## config.mk

```make
export PLATFORM = sky130hd
export DESIGN_NAME = raydone_queue_flat
export DESIGN_NICKNAME = d
export VERILOG_FILES = /design/src/ray_pkg.sv /design/src/bm_result_if.sv /design/src/raydone_queue.sv /design/src/flat_wrapper.sv
export SDC_FILE = /design/constraint.sdc
export NUM_CORES = 1
export LEC_CHECK = 0
export BUFFER_PORTS_ARGS = -buffer_cell sky130_fd_sc_hd__buf_2
export CORE_UTILIZATION = 35
export CTS_BUF_LIST = sky130_fd_sc_hd__clkbuf_8
export DETAILED_ROUTE_END_ITERATION = 10
export HOLD_SLACK_MARGIN = 0.08
export MAX_ROUTING_LAYER = met4
export PLACE_DENSITY_LB_ADDON = 0.15
export SLEW_MARGIN = 0
export SYNTH_ARGS = -nofsm -noshare
export SYNTH_HDL_FRONTEND = slang
export SYNTH_SLANG_ARGS = --single-unit
```

## constraint.sdc

```tcl
create_clock -name clk -period 9.9 [get_ports clk]
set_input_delay 0.495 -clock clk [delete_from_list [all_inputs] [get_ports clk]]
set_output_delay 0.495 -clock clk [all_outputs]
set_load 0.02 [all_outputs]
```

## src/ray_pkg.sv

```systemverilog
package ray_pkg;

  // ray store geometry
  localparam int RAY_ID_W  = 9;
  localparam int RAY_COUNT = 1 << RAY_ID_W;

  // unsigned Q4.12 fixed point used for colour and reflectance
  localparam int FX_W      = 16;
  localparam int FX_FRAC   = 12;
  localparam int FX_PROD_W = 2 * FX_W;  // full width of a product before the shift

  typedef logic [RAY_ID_W-1:0] ray_id_t;
  typedef logic [FX_W-1:0]     color_t;
  typedef logic [FX_PROD_W-1:0] fx_prod_t;

  localparam color_t FX_ONE = color_t'(1 << FX_FRAC);  // 1.0 is 4096
  localparam color_t FX_MAX = '1;                       // saturation ceiling

  // one store word, accumulated colour next to the running mask
  typedef struct packed {
    color_t b;
    color_t m;
  } bm_entry_t;

  // shading record coming in for one bounce
  typedef struct packed {
    ray_id_t ray_id;
    color_t  direct;
    color_t  spec;
    logic    last;
  } shade_t;

  // record handed downstream once a bounce has been folded in
  typedef struct packed {
    ray_id_t ray_id;
    color_t  color;  // new B
    color_t  mask;   // new M
    logic    last;
  } raydone_t;

  localparam int BM_ENTRY_W = $bits(bm_entry_t);
  localparam int SHADE_W    = $bits(shade_t);
  localparam int RAYDONE_W  = $bits(raydone_t);

endpackage

```

## src/bm_result_if.sv

```systemverilog
`timescale 1ns/100ps

// ray-done records from the update stage into the output queue, with the
// pop strobe going back so the update stage can return credits
interface bm_result_if;

  logic              push;  // one record per cycle at most
  ray_pkg::raydone_t rec;
  logic              pop;   // one strobe per record leaving at the top ports

  modport producer (
    output push,
    output rec,
    input  pop
  );

  modport consumer (
    input  push,
    input  rec,
    output pop
  );

endinterface

```

## src/raydone_queue.sv

```systemverilog
`timescale 1ns/100ps

module raydone_queue #(
  parameter int DEPTH = 8
) (
  input  logic              clk,
  input  logic              reset,
  input  logic              done_ready,
  output logic              done_valid,
  output ray_pkg::raydone_t done_rec,
  bm_result_if.consumer     result
);

  localparam int PTR_W   = $clog2(DEPTH);
  localparam int COUNT_W = $clog2(DEPTH + 1);

  ray_pkg::raydone_t   mem [DEPTH];
  logic [PTR_W-1:0]    wr_ptr;
  logic [PTR_W-1:0]    rd_ptr;
  logic [COUNT_W-1:0]  count;
  logic                pop;

  // head of the queue goes straight out
  assign done_valid = (count != '0);
  assign done_rec   = mem[rd_ptr];
  assign pop        = done_valid & done_ready;
  assign result.pop = pop;

  // storage only, credits upstream keep pushes away from a full queue
  always_ff @(posedge clk) begin
    if (result.push) begin
      mem[wr_ptr] <= result.rec;
    end
  end

  always_ff @(posedge clk) begin
    if (reset) begin
      wr_ptr <= '0;
      rd_ptr <= '0;
      count  <= '0;
    end else begin
      if (result.push) wr_ptr <= wr_ptr + 1'b1;  // depth is a power of two, wraps
      if (pop)         rd_ptr <= rd_ptr + 1'b1;
      unique case ({result.push, pop})
        2'b10:   count <= count + 1'b1;
        2'b01:   count <= count - 1'b1;
        default: count <= count;
      endcase
    end
  end

endmodule

```

## src/flat_wrapper.sv

```systemverilog
// flat-port wrapper written by rule: the top's interface ports become plain ports
module raydone_queue_flat 
#(
  parameter int DEPTH = 8
)
  (clk, reset, done_ready, done_valid, done_rec, result_push, result_rec, result_pop);
  bm_result_if result_i ();
  input  logic clk;
  input  logic reset;
  input  logic done_ready;
  output logic done_valid;
  output ray_pkg::raydone_t done_rec;
  input wire logic [$bits(result_i.push)-1:0] result_push;
  input wire logic [$bits(result_i.rec)-1:0] result_rec;
  output wire logic [$bits(result_i.pop)-1:0] result_pop;
  assign result_i.push = result_push;
  assign result_i.rec = result_rec;
  assign result_pop = result_i.pop;
  raydone_queue #(.DEPTH(DEPTH)) u_core (.clk(clk), .reset(reset), .done_ready(done_ready), .done_valid(done_valid), .done_rec(done_rec), .result(result_i));
endmodule
```

==> impl_results.html <==
<table>
<tr><th>Metric</th><th>Value</th></tr>
<tr><th colspan="2">CTS</th></tr>
<tr><td>Max H-tree Level</td><td>2</td></tr>
<tr><td>Clk_lat worst skew</td><td>0.60 ns</td></tr>
<tr><td>Number of clock buffers inserted by TritonCTS</td><td>57</td></tr>
<tr><td>Clock root buffer master</td><td>clkbuf_8</td></tr>
<tr><td>Clock Sinks</td><td>around 350</td></tr>
<tr><td>Clock input transition at the sequential cells of the worst setup and hold paths</td><td>around 0.060 ns</td></tr>
<tr><td>Gates resized, CTS repair</td><td>0</td></tr>
<tr><td># Post-CTS Setup Buffers</td><td>0</td></tr>
<tr><td>Buffer levels on the longest clock path</td><td>3</td></tr>
<tr><td>Clock tree from TritonCTS</td><td>done</td></tr>
<tr><td>Hold-fix buffers, CTS</td><td>0</td></tr>
<tr><th colspan="2">Placed design</th></tr>
<tr><td>Worst slack, placed</td><td>approximately 6.4 ns</td></tr>
<tr><td>Number of buffers added on ports</td><td>between 80 and 90</td></tr>
<tr><td>HPWL after detailed placement</td><td>around 16,000 um</td></tr>
<tr><td>Placer congestion estimate</td><td>0.6798</td></tr>
<tr><td>Cell Count Post-Placement</td><td>1,141</td></tr>
<tr><th colspan="2">Layout</th></tr>
<tr><td>Layout overhead on the synthesized area</td><td>16.33%</td></tr>
<tr><td>Share of post-route cells with drive strength above 1</td><td>42.74%</td></tr>
<tr><td>Final-stage net count</td><td>747</td></tr>
<tr><td>Final cell count without fillers</td><td>roughly 1,200</td></tr>
<tr><th colspan="2">Global route</th></tr>
<tr><td>Sum of overflow across all layers after global routing</td><td>0</td></tr>
<tr><td>Total routing resource utilization after global routing</td><td>15.42%</td></tr>
<tr><td>Wire length of the first global-routing pass</td><td>41,900 um</td></tr>
<tr><td>Via count of the first global-routing pass</td><td>between 6,000 and 7,000</td></tr>
<tr><td>Antenna violations before repair</td><td>7</td></tr>
<tr><td>Largest net degree at the start of global routing</td><td>53</td></tr>
<tr><th colspan="2">Logic synthesis</th></tr>
<tr><td>Synthesized instance count</td><td>between 500 and 600</td></tr>
<tr><td>Mapped Nets</td><td>609</td></tr>
<tr><td>Cell area after synthesis</td><td>13,230 um2</td></tr>
<tr><td>Syn avg cell area</td><td>between 20 and 25 um2</td></tr>
<tr><td>Number of enable flip-flop cells after synthesis</td><td>336</td></tr>
<tr><td>Synth unique cells</td><td>28</td></tr>
<tr><td>Sequential area share after synthesis</td><td>78.21%</td></tr>
<tr><td>Proportion of synthesized flip-flops having asynchronous set or reset</td><td>0%</td></tr>
<tr><td>Synth Warn #</td><td>0</td></tr>
<tr><td>Total of flip-flops plus latches after synthesis</td><td>349</td></tr>
<tr><td>Leading register cell type out of synthesis</td><td>edfxtp_1</td></tr>
<tr><th colspan="2">Status</th></tr>
<tr><td>Status</td><td>finished clean</td></tr>
<tr><th colspan="2">Worst setup path</th></tr>
<tr><td>CP Data Required Time</td><td>9.41 ns</td></tr>
<tr><td>Crit path capture type</td><td>primary output</td></tr>
<tr><td>WP data arrival</td><td>approximately 3.5 ns</td></tr>
<tr><td>CP peak stage delay</td><td>1.01 ns</td></tr>
<tr><td>Crit path max-delay cell type</td><td>dfxtp_4</td></tr>
<tr><td>Worst setup SP type</td><td>flop</td></tr>
<tr><td>Number of buffer and inverter instances along the worst setup path</td><td>2</td></tr>
<tr><td>Ordered cell list for the critical path</td><td>buf_4, mux4_2, mux2_2, buf_2</td></tr>
<tr><td>Kind of cell adding the most delay to the critical path</td><td>flip-flops</td></tr>
<tr><td>Setup Crit Path Kind</td><td>reg -&gt; out</td></tr>
<tr><td>Crit path max fanout</td><td>47</td></tr>
<tr><th colspan="2">Timing</th></tr>
<tr><td>Post-layout minimum cycle time</td><td>4.034 ns</td></tr>
<tr><td>Setup Viol. Count Final</td><td>0</td></tr>
<tr><td>Fraction of the cycle the final worst path needs</td><td>40.75%</td></tr>
<tr><td>RSZ-0062 raised after global routing</td><td>false</td></tr>
<tr><td>Max-slew violation count</td><td>0</td></tr>
<tr><td>Hold Worst Slack</td><td>0.1664 ns</td></tr>
<tr><td>Final worst setup slack</td><td>5.866 ns</td></tr>
<tr><td>Fmax</td><td>0.2479 GHz</td></tr>
<tr><td>Summed negative setup slack over all endpoints</td><td>0 ns</td></tr>
<tr><td>Worst-case clock skew</td><td>0.01912 ns</td></tr>
<tr><td>Worst Tran Pin Value</td><td>1.107 ns</td></tr>
<tr><td>Relative max-transition margin</td><td>roughly a quarter</td></tr>
<tr><td>Final hold viol count</td><td>0</td></tr>
<tr><th colspan="2">Drt</th></tr>
<tr><td>First-pass detailed-route iteration total</td><td>4</td></tr>
<tr><td>Routed wire length per instance</td><td>roughly 22 um</td></tr>
<tr><td>Number of remaining DRC errors</td><td>0</td></tr>
<tr><td>Remaining number of nets flagged by the antenna check after routing</td><td>0</td></tr>
<tr><td>Detailed Route WL</td><td>28,010 um</td></tr>
<tr><td>Avg Vias per Cell</td><td>4.826</td></tr>
<tr><td>Total number of vias</td><td>roughly 6,000</td></tr>
<tr><td>Starting DRT DRC Count</td><td>197</td></tr>
<tr><th colspan="2">Floorplan</th></tr>
<tr><td>Top-level I/O count</td><td>90</td></tr>
<tr><td>Number of core rows</td><td>70</td></tr>
<tr><td>Core Box Area</td><td>~37,000 um2</td></tr>
<tr><td>Die Width</td><td>196.5 um</td></tr>
<tr><td>DIE AREA</td><td>~39,000 um2</td></tr>
<tr><td>Die span in y</td><td>between 150 and 200 um</td></tr>
<tr><td>Starting utilization of the core area</td><td>35.89%</td></tr>
<tr><th colspan="2">Flow run</th></tr>
<tr><td>Max-capacitance violation count</td><td>0</td></tr>
<tr><th colspan="2">Power and ir drop</th></tr>
<tr><td>Pwr dens</td><td>219.9 nW/um2</td></tr>
<tr><td>Max rail drop VDD</td><td>0.0001082 V</td></tr>
<tr><td>Total design power</td><td>3.385 mW</td></tr>
<tr><td>Leak Pwr</td><td>4.939 nW</td></tr>
<tr><th colspan="2">Worst hold path</th></tr>
<tr><td>Hold crit path type</td><td>in -&gt; reg</td></tr>
</table>
==> synth_stat cells, drive strengths merged, types with 3 or more instances <==
library cell    n  area share [%]
ha              5            0.47
nand2b          3            0.14
nor2           15            0.43
dfxtp          13             2.0
buf            16            0.93
o21ai           3            0.11
mux4           84              14
xor2            6            0.40
mux2           43             3.7
nand2           6            0.17
a21oi           3            0.11
clkbuf          9            0.26
edfxtp        336              76
==> state kept, by name (all words and copies together), names as in the netlist, named ones only <==
name,cells
u_core.mem,336
u_core.count,4
u_core.rd_ptr,3
u_core.wr_ptr,3
==> worst paths after layout <==
| path | from | depth (start not counted) | end | slack, ns |
|---|---|---|---|---|
| max | flop | 4 | done_rec[12] | 5.87 |
| min | result_rec[40] | 1 | u_core.mem[4][40] | 0.17 |
| max reg2reg | u_core.count[0] | 10 | u_core.count[2] | 7.29 |
| min reg2reg | u_core.rd_ptr[1] | 2 | flop | 0.49 |
==> where the power goes <==
part	internal, mW	total (mW)	switching (mW)
sequential	1.67	1.72	0.0569
clock	0.605	1.15	0.544
combinational	0.251	0.512	0.260
total	2.52	3.38	0.861
==> metrics by stage <==
step | util (%) | area, um2
floorplan | - | 13230
global placement | 38.86 | 14330
detailed placement | 38.86 | 14330
CTS | 41.71 | 15380
global route | 41.74 | 15390
finish | 41.75 | 15390
==> cells in the final DEF (no fill, tap or decap), types with 2 or more instances in the layout <==
master      count
edfxtp_1      336
buf_2          89
mux4_2         84
clkbuf_8       63
mux2_2         42
buf_4          15
inv_1          14
clkinv_1       14
dfxtp_1        10
nor2_1          9
clkinv_2        8
diode_2         6
xor2_1          6
nand2_1         6
nor2_4          6
ha_1            5
nand2b_1        3
a21oi_1         3
nor3_2          2
o21ai_0         2
mux2i_1         2
nand3_1         2
nor2b_1         2
dfxtp_4         2
clkinvlp_4      2
==> cell type report <==
class                           count  area (um2)
Antenna cell                        6       15.01
Clock buffer                       63       867.1
Clock inverter                     37       182.7
Fill cell                        3256       21480
Inverter                            2       7.507
Multi-Input combinational cell    182        2775
Sequential cell                   349       10360
Tap cell                          504       630.6
Timing Repair Buffer              104       558.0
==> metal layers <==
layer / wire length (um) / global-route usage, %
met3: 1478 / 3.696
met5: 0 / -
met2: 13590 / 24.61
met4: 506 / 4.427
met1: 12440 / 19.67
==> kinds of logic after synthesis <==
family	after synthesis	share of synthesized area [%]
buffers and inverters	27	1.239
xor gates and xnor gates	7	0.4633
AOI/OAI and AO/OA	7	0.2836
DFF	349	78.21
and+or+nand+nor	34	1.229
adders and majority gates	5	0.4727
muxes	129	18.11
Note: power is estimated with default switching activity, not from simulation.
