## config.mk

```make
export PLATFORM = sky130hd
export DESIGN_NAME = bm_update_flat
export DESIGN_NICKNAME = d
export VERILOG_FILES = /design/src/ray_pkg.sv /design/src/bm_result_if.sv /design/src/delay_line.sv /design/src/fx_mult.sv /design/src/bm_update.sv /design/src/flat_wrapper.sv
export SDC_FILE = /design/constraint.sdc
export NUM_CORES = 1
export LEC_CHECK = 0
export BUFFER_PORTS_ARGS = -buffer_cell sky130_fd_sc_hd__clkbuf_2
export CAP_MARGIN = 10
export CORE_UTILIZATION = 58
export CTS_CLUSTER_DIAMETER = 60
export CTS_CLUSTER_SIZE = 40
export DETAILED_ROUTE_END_ITERATION = 8
export PLACE_DENSITY = 0.89
export SYNTH_ARGS = -nofsm -noshare
export SYNTH_HDL_FRONTEND = slang
export SYNTH_SLANG_ARGS = --single-unit
```

## constraint.sdc

```tcl
create_clock -name clk -period 8.7 [get_ports clk]
set_input_delay 0.87 -clock clk [delete_from_list [all_inputs] [get_ports clk]]
set_output_delay 0.87 -clock clk [all_outputs]
set_load 0.02 [all_outputs]
```

## src/ray_pkg.sv

```systemverilog
package ray_pkg;

  // ray store geometry
  localparam int RAY_ID_W  = 9;
  localparam int RAY_COUNT = 1 << RAY_ID_W;

  // unsigned Q4.12 fixed point used for colour and reflectance
  localparam int FX_W      = 16;
  localparam int FX_FRAC   = 12;
  localparam int FX_PROD_W = 2 * FX_W;  // full width of a product before the shift

  typedef logic [RAY_ID_W-1:0] ray_id_t;
  typedef logic [FX_W-1:0]     color_t;
  typedef logic [FX_PROD_W-1:0] fx_prod_t;

  localparam color_t FX_ONE = color_t'(1 << FX_FRAC);  // 1.0 is 4096
  localparam color_t FX_MAX = '1;                       // saturation ceiling

  // one store word, accumulated colour next to the running mask
  typedef struct packed {
    color_t b;
    color_t m;
  } bm_entry_t;

  // shading record coming in for one bounce
  typedef struct packed {
    ray_id_t ray_id;
    color_t  direct;
    color_t  spec;
    logic    last;
  } shade_t;

  // record handed downstream once a bounce has been folded in
  typedef struct packed {
    ray_id_t ray_id;
    color_t  color;  // new B
    color_t  mask;   // new M
    logic    last;
  } raydone_t;

  localparam int BM_ENTRY_W = $bits(bm_entry_t);
  localparam int SHADE_W    = $bits(shade_t);
  localparam int RAYDONE_W  = $bits(raydone_t);

endpackage

```

## src/bm_result_if.sv

```systemverilog
`timescale 1ns/100ps

// ray-done records from the update stage into the output queue, with the
// pop strobe going back so the update stage can return credits
interface bm_result_if;

  logic              push;  // one record per cycle at most
  ray_pkg::raydone_t rec;
  logic              pop;   // one strobe per record leaving at the top ports

  modport producer (
    output push,
    output rec,
    input  pop
  );

  modport consumer (
    input  push,
    input  rec,
    output pop
  );

endinterface

```

## src/delay_line.sv

```systemverilog
`timescale 1ns/100ps

module delay_line #(
  parameter int LAT   = 1,
  parameter int WIDTH = 1
) (
  input  logic             clk,
  input  logic             reset,
  input  logic [WIDTH-1:0] data_in,
  output logic [WIDTH-1:0] data_out
);

  logic [WIDTH-1:0] stage_q [LAT];

  always_ff @(posedge clk) begin
    if (reset) begin
      // cleared so that any valid bit carried along starts low
      for (int i = 0; i < LAT; i++) begin
        stage_q[i] <= '0;
      end
    end else begin
      stage_q[0] <= data_in;
      for (int i = 1; i < LAT; i++) begin
        stage_q[i] <= stage_q[i-1];
      end
    end
  end

  assign data_out = stage_q[LAT-1];

endmodule

```

## src/fx_mult.sv

```systemverilog
`timescale 1ns/100ps

module fx_mult #(
  parameter int LAT = 3
) (
  input  logic            clk,
  input  logic            reset,
  input  ray_pkg::color_t a,
  input  ray_pkg::color_t b,
  output ray_pkg::color_t p
);

  // drop the low fraction bits and clamp anything that no longer fits Q4.12
  function automatic ray_pkg::color_t saturate(input ray_pkg::fx_prod_t full);
    ray_pkg::fx_prod_t shifted;
    shifted = full >> ray_pkg::FX_FRAC;
    if (|shifted[ray_pkg::FX_PROD_W-1:ray_pkg::FX_W]) begin
      return ray_pkg::FX_MAX;
    end
    return shifted[ray_pkg::FX_W-1:0];
  endfunction

  generate
    if (LAT == 1) begin : g_single
      ray_pkg::color_t p_q;

      // everything in one stage
      always_ff @(posedge clk) begin
        if (reset) p_q <= '0;
        else       p_q <= saturate(ray_pkg::fx_prod_t'(a) * ray_pkg::fx_prod_t'(b));
      end

      assign p = p_q;
    end else begin : g_multi
      ray_pkg::fx_prod_t prod_q;            // raw product, first stage
      ray_pkg::color_t   res_q [LAT-1];     // shift/clamp, then plain delay

      always_ff @(posedge clk) begin
        if (reset) begin
          prod_q <= '0;
          for (int i = 0; i < LAT - 1; i++) begin
            res_q[i] <= '0;
          end
        end else begin
          prod_q   <= ray_pkg::fx_prod_t'(a) * ray_pkg::fx_prod_t'(b);
          res_q[0] <= saturate(prod_q);
          for (int i = 1; i < LAT - 1; i++) begin
            res_q[i] <= res_q[i-1];
          end
        end
      end

      assign p = res_q[LAT-2];
    end
  endgenerate

endmodule

```

## src/bm_update.sv

```systemverilog
`timescale 1ns/100ps

module bm_update #(
  parameter int MULT_LAT    = 3,
  parameter int QUEUE_DEPTH = 8
) (
  input  logic               clk,
  input  logic               reset,

  input  logic               shade_valid,
  input  ray_pkg::shade_t    shade_in,
  output logic               shade_ready,

  input  logic               init_valid,
  input  ray_pkg::ray_id_t   init_ray_id,
  output logic               init_ready,

  output ray_pkg::ray_id_t   rd_addr,
  input  ray_pkg::bm_entry_t rd_data,
  output logic               wr_en,
  output ray_pkg::ray_id_t   wr_addr,
  output ray_pkg::bm_entry_t wr_data,

  bm_result_if.producer      result
);

  localparam int CREDIT_W = $clog2(QUEUE_DEPTH + 1);

  // side data lined up with the store read, one cycle after acceptance
  typedef struct packed {
    ray_pkg::color_t  direct;
    ray_pkg::color_t  spec;
    ray_pkg::ray_id_t ray_id;
    logic             last;
    logic             valid;
  } side_read_t;

  // side data riding beside the multipliers
  typedef struct packed {
    ray_pkg::color_t  b;
    ray_pkg::ray_id_t ray_id;
    logic             last;
    logic             valid;
  } side_mult_t;

  logic                  shade_fire;
  logic                  init_fire;
  logic [CREDIT_W-1:0]   credits;
  side_read_t            rd_side_in, rd_side_q;
  side_mult_t            mult_side_in, mult_side_q;
  ray_pkg::color_t       m_direct;   // M times direct
  ray_pkg::color_t       m_spec;     // M times spec, the new mask
  logic [ray_pkg::FX_W:0] sum;       // one extra bit to catch overflow
  ray_pkg::color_t       new_color;
  logic                  wb_valid;

  // a shade is only taken if its record is sure to find room in the queue
  assign shade_ready = (credits != '0);
  assign shade_fire  = shade_valid & shade_ready;

  always_ff @(posedge clk) begin
    if (reset) begin
      credits <= CREDIT_W'(QUEUE_DEPTH);
    end else begin
      unique case ({shade_fire, result.pop})
        2'b10:   credits <= credits - 1'b1;
        2'b01:   credits <= credits + 1'b1;
        default: credits <= credits;  // none or both at once
      endcase
    end
  end

  assign rd_addr = shade_in.ray_id;

  always_comb begin
    rd_side_in.direct = shade_in.direct;
    rd_side_in.spec   = shade_in.spec;
    rd_side_in.ray_id = shade_in.ray_id;
    rd_side_in.last   = shade_in.last;
    rd_side_in.valid  = shade_fire;
  end

  delay_line #(.LAT(1), .WIDTH($bits(side_read_t))) read_align (
    .clk      (clk),
    .reset    (reset),
    .data_in  (rd_side_in),
    .data_out (rd_side_q)
  );

  fx_mult #(.LAT(MULT_LAT)) mult_direct (
    .clk   (clk),
    .reset (reset),
    .a     (rd_data.m),
    .b     (rd_side_q.direct),
    .p     (m_direct)
  );

  fx_mult #(.LAT(MULT_LAT)) mult_spec (
    .clk   (clk),
    .reset (reset),
    .a     (rd_data.m),
    .b     (rd_side_q.spec),
    .p     (m_spec)
  );

  always_comb begin
    mult_side_in.b      = rd_data.b;
    mult_side_in.ray_id = rd_side_q.ray_id;
    mult_side_in.last   = rd_side_q.last;
    mult_side_in.valid  = rd_side_q.valid;
  end

  delay_line #(.LAT(MULT_LAT), .WIDTH($bits(side_mult_t))) mult_align (
    .clk      (clk),
    .reset    (reset),
    .data_in  (mult_side_in),
    .data_out (mult_side_q)
  );

  // B plus M times direct, clamped at the top of the range
  assign sum       = {1'b0, mult_side_q.b} + {1'b0, m_direct};
  assign new_color = sum[ray_pkg::FX_W] ? ray_pkg::FX_MAX : sum[ray_pkg::FX_W-1:0];
  assign wb_valid  = mult_side_q.valid;

  assign result.push        = wb_valid;
  assign result.rec.ray_id  = mult_side_q.ray_id;
  assign result.rec.color   = new_color;
  assign result.rec.mask    = m_spec;
  assign result.rec.last    = mult_side_q.last;

  // write-back owns the write port, an init waits for a free cycle
  assign init_ready = ~wb_valid;
  assign init_fire  = init_valid & init_ready;
  assign wr_en      = wb_valid | init_fire;

  always_comb begin
    if (wb_valid) begin
      wr_addr   = mult_side_q.ray_id;
      wr_data.b = new_color;
      wr_data.m = m_spec;
    end else begin
      wr_addr   = init_ray_id;
      wr_data.b = '0;              // nothing gathered yet
      wr_data.m = ray_pkg::FX_ONE; // full reflectance
    end
  end

endmodule

```

## src/flat_wrapper.sv

```systemverilog
// flat-port wrapper written by rule: the top's interface ports become plain ports
module bm_update_flat 
#(
  parameter int MULT_LAT    = 3,
  parameter int QUEUE_DEPTH = 8
)
  (clk, reset, shade_valid, shade_in, shade_ready, init_valid, init_ray_id, init_ready, rd_addr, rd_data, wr_en, wr_addr, wr_data, result_push, result_rec, result_pop);
  bm_result_if result_i ();
  input  logic clk;
  input  logic reset;
  input  logic shade_valid;
  input  ray_pkg::shade_t shade_in;
  output logic shade_ready;
  input  logic init_valid;
  input  ray_pkg::ray_id_t init_ray_id;
  output logic init_ready;
  output ray_pkg::ray_id_t rd_addr;
  input  ray_pkg::bm_entry_t rd_data;
  output logic wr_en;
  output ray_pkg::ray_id_t wr_addr;
  output ray_pkg::bm_entry_t wr_data;
  output wire logic [$bits(result_i.push)-1:0] result_push;
  output wire logic [$bits(result_i.rec)-1:0] result_rec;
  input wire logic [$bits(result_i.pop)-1:0] result_pop;
  assign result_push = result_i.push;
  assign result_rec = result_i.rec;
  assign result_i.pop = result_pop;
  bm_update #(.MULT_LAT(MULT_LAT), .QUEUE_DEPTH(QUEUE_DEPTH)) u_core (.clk(clk), .reset(reset), .shade_valid(shade_valid), .shade_in(shade_in), .shade_ready(shade_ready), .init_valid(init_valid), .init_ray_id(init_ray_id), .init_ready(init_ready), .rd_addr(rd_addr), .rd_data(rd_data), .wr_en(wr_en), .wr_addr(wr_addr), .wr_data(wr_data), .result(result_i));
endmodule
```

==> out/results.tsv <==
stage	metric	value	unit
outcome	outcome	finished clean	
global_routing	grt_max_degree	118	
placed_design	dpl-instance-area	25500	um^2
sta	fin_ws	2030	ps
detailed_routing	dr.pass1.iters	5	
cts	clk_pin_slew	100	ps
synth	synth_top_area_cell	fa_1	
min_path	min_path_type	reg -> reg	
worst_setup_path	rr_worst_depth	20	
cts	cts-buffers-inserted	19	
worst_setup_path	worstPathCellList	clkbuf_2 -> and2_1 -> fa_1 -> inv_1 -> fa_1 -> fa_1 -> inv_1 -> fa_1 -> fa_1 -> inv_1 -> fa_1 -> inv_1 -> ha_1 -> a21oi_1 -> o21ai_0 -> a221oi_1 -> nand2_1 -> a21oi_1 -> o21ai_0 -> mux2_2	
worst_setup_path	reg2reg_slack	2160	ps
cts	cts_buffer_depth	3	
floorplan	die_h	208	um
synth	synth-simple-area-share	20.3	%
worst_setup_path	path_depth	20	
floorplan	dieArea	43200	um^2
floorplan	core	41900	um^2
floorplan	initial_core_util	58.8	%
synth	synth_compound_area_share	5.91	%
detailed_routing	drc	0	
synth	yosysTopAreaCellShare	31.6	%
worst_setup_path	crit_arrival	7090	ps
synth	synthXorXnorAreaFrac	1.32	%
cts	cts_root_buf	clkbuf_16	
cells_and_area	fin_nets	3449	
synth	synth-edff-count	0	
worst_setup_path	cp_common_cell	fa_1	
synth	netlist_area	24600	um^2
cells_and_area	post-route-util	62.8	%
worst_setup_path	r2r-end	u_core.mult_direct.g_multi.prod_q[29]	
worst_setup_path	crit_buf_inv	5	
worst_setup_path	end_kind	flop	
sta	finalCritPeriodShare	76.7	%
floorplan	io_pins	184	
cells_and_area	area_growth	6.82	%
power	sw_frac_of_total	47.2	%
floorplan	die_w	208	um
sta	tightest_slew	1080	ps
worst_setup_path	cp.required	9120	ps
synth	syn-num-nets	3404	
worst_setup_path	cp_top_family	adder cells	
detailed_routing	viasPerCell	5.45	
placed_design	portBuffers	183	
global_routing	antenna_found_initial	0	
synth	syn_avg_cell_area	9.09	um^2
global_routing	grt_overflow	0	
floorplan	rows	75	
power	powerDensity	239	nW/um^2
cells_and_area	layout_common_cells	inv_1 (450), fa_1 (388), nand2_1 (326)	
cells_and_area	final_cell_area	26300	um^2
sta	rsz0062_at_grt	false	
synth	ys_ff_latch	232	
placed_design	place_congestion	0.948	
cts	cts_setup_buffers	0	
synth	async_reset_ff_share	0	%
power	internal_power	3.32	mW
sta	finClkSkew	27.4	ps
synth	synthDistinctLibCells	63	
synth	synth_area_leaders	fa_1 (32%), dfxtp_1 (19%), ha_1 (11%)	
cells_and_area	layout_commonest_cell	inv_1	
detailed_routing	wl_per_cell	16.4	um
power	power_frac_seq	21.3	%
power	combPwrFrac	62.7	%
worst_setup_path	path_class	in -> reg	
cts	cts_resized	0	
synth	synthCells	2707	
cts	holdBufCountCts	0	
cts	cts_tree	done	
global_routing	grt_pass1_vias	19500	
power	power_leakage	13.2	nW
synth	ys_seq_area_share	18.9	%
sta	hold_violations	0	
synth	synthFlopType	dfxtp_1	
sta	finalSetupViolations	0	
worst_setup_path	critPathLaunchType	input pin	
worst_setup_path	worstPathMaxFanout	32	
detailed_routing	postRouteAntennaNets	0	
flow_run	maxCapViolCount	0	
worst_setup_path	worstSetupEndpoint	u_core.mult_spec.g_multi.prod_q[29]	
synth	ys_warn_count	0	
cts	htree_levels	1	
cts	clk_latency	540	ps
placed_design	place_ws	1560	ps
sta	slew_headroom	28.0	%
placed_design	hpwl	42700	um
detailed_routing	via_count	18000	
synth	synth_fa_ha_area_share	42.8	%
cells_and_area	antenna_cells	0	
worst_setup_path	critPathMaxStageDelay	570	ps
worst_setup_path	regToRegStartpoint	u_core.read_align.stage_q[0][35]	
synth	synth.mux.area_fraction	0.865	%
power	vdd_drop_max	0.000236	V
sta	drv_slew	0	
cells_and_area	drive_gt1_share	9.48	%
global_routing	grt_first_pass_wirelength	92300	um
sta	tns	0	ps
worst_setup_path	cp_slowest_cell	a221oi_1	
synth	synth_top_family_by_area	adder cells	
sta	max_freq	150	MHz
detailed_routing	routed_wl	54300	um
sta	min_period	6670	ps
worst_setup_path	critical_path.startpoint	rd_data[8]	
cts	cts.sinks	232	
power	pwr-share-clk	16.1	%
detailed_routing	drtIter0Drc	1198	
global_routing	grt_usage	26.1	%
power	switchingPower	2.97	mW
cells in the mapped netlist, drive strengths merged (20+ instances only):
| library cell | n |
|---|---|
| inv | 450 |
| dfxtp | 232 |
| and2 | 259 |
| buf | 38 |
| a21o | 31 |
| nand2 | 326 |
| nor2 | 134 |
| o21ai | 40 |
| ha | 221 |
| fa | 388 |
| a21oi | 62 |
| xor2 | 20 |
| nor2b | 170 |
| clkbuf | 125 |
power by group through the flow:
stage | sequential [mW] | clock (mW) | combinational [mW]
floorplan | 1.30 | 0 | 2.95
global placement | 1.36 | 0 | 3.76
detailed placement | 1.36 | 0 | 3.87
CTS | 1.34 | 1.04 | 3.92
global route | 1.35 | 1.09 | 4.43
finish | 1.34 | 1.01 | 3.94
logic make-up (layout without fill, tap and decap cells):
family | count (synthesis) | in the layout
AND/OR/NAND/NOR | 981 | 981
XOR/XNOR | 37 | 37
multiplexers | 19 | 19
buffers and inverters | 613 | 671
AO/OA/AOI/OAI | 216 | 216
adder cells (fa/ha/maj) | 609 | 609
flip-flops | 232 | 232
metal layers:
layer  vias up  global-route usage, %  routed length, um
met3       159                   3.76               3200
met2       697                   48.6              28200
li1       8289                      -                  -
met4         0                   11.1               2200
met5         -                      0                  0
met1      8849                   29.8              20700
registers in the layout, summed over array words and instances (netlist names):
register and count:
u_core.credits 4, u_core.mult_align.stage_q 81, u_core.mult_direct.g_multi.prod_q 20, u_core.mult_direct.g_multi.res_q 32, u_core.mult_spec.g_multi.prod_q 20, u_core.mult_spec.g_multi.res_q 32
u_core.read_align.stage_q 43
worst min-delay path by stage:
stage	startpoint	endpoint	slack (ps)	depth (start not counted)
after floorplan	u_core.read_align.stage_q[0][0]	u_core.mult_align.stage_q[0][0]	410	1
after global placement	u_core.mult_align.stage_q[0][27]	u_core.mult_align.stage_q[0][54]	420	1
after detailed placement	u_core.mult_align.stage_q[0][49]	u_core.mult_align.stage_q[0][76]	420	1
after CTS	u_core.mult_direct.g_multi.prod_q[22]	u_core.mult_direct.g_multi.res_q[0][10]	410	2
after global routing	u_core.mult_direct.g_multi.res_q[0][11]	u_core.mult_direct.g_multi.res_q[0][27]	460	1
final	u_core.mult_direct.g_multi.prod_q[22]	u_core.mult_direct.g_multi.res_q[0][10]	420	2
cell type report:
| cell class | count | area, um^2 |
|---|---|---|
| Clock inverter | 14 | 305 |
| Inverter | 450 | 1690 |
| Multi-Input combinational cell | 1862 | 17500 |
| Timing Repair Buffer | 187 | 952 |
| Fill cell | 3239 | 15600 |
| Sequential cell | 232 | 4640 |
| Tap cell | 539 | 674 |
| Clock buffer | 20 | 489 |
through the flow:
step           hold WS (ps)  instances  total power [mW]
3_3_place_gp            416       3270              5.11
4_1_cts                 414       3304              6.29
5_1_grt                 459       3304              6.87
6_report                415       3304              6.29
2_1_floorplan           414       2707              4.25
3_5_place_dp            424       3270              5.23
worst register-to-register path: stages, from the launching register on:
cell       delay, ps
dfxtp_1          830
nand2_1          170
fa_1             550
inv_1             50
fa_1             500
inv_1             60
fa_1             530
inv_1             50
fa_1             440
fa_1             490
inv_1             50
fa_1             470
inv_1             40
ha_1             320
a21o_1           230
a211oi_2         280
o311ai_1         170
o21ai_1          370
a2111oi_0        210
or3b_2           500
a21oi_1          140
Note: power is estimated with default switching activity, not from simulation.
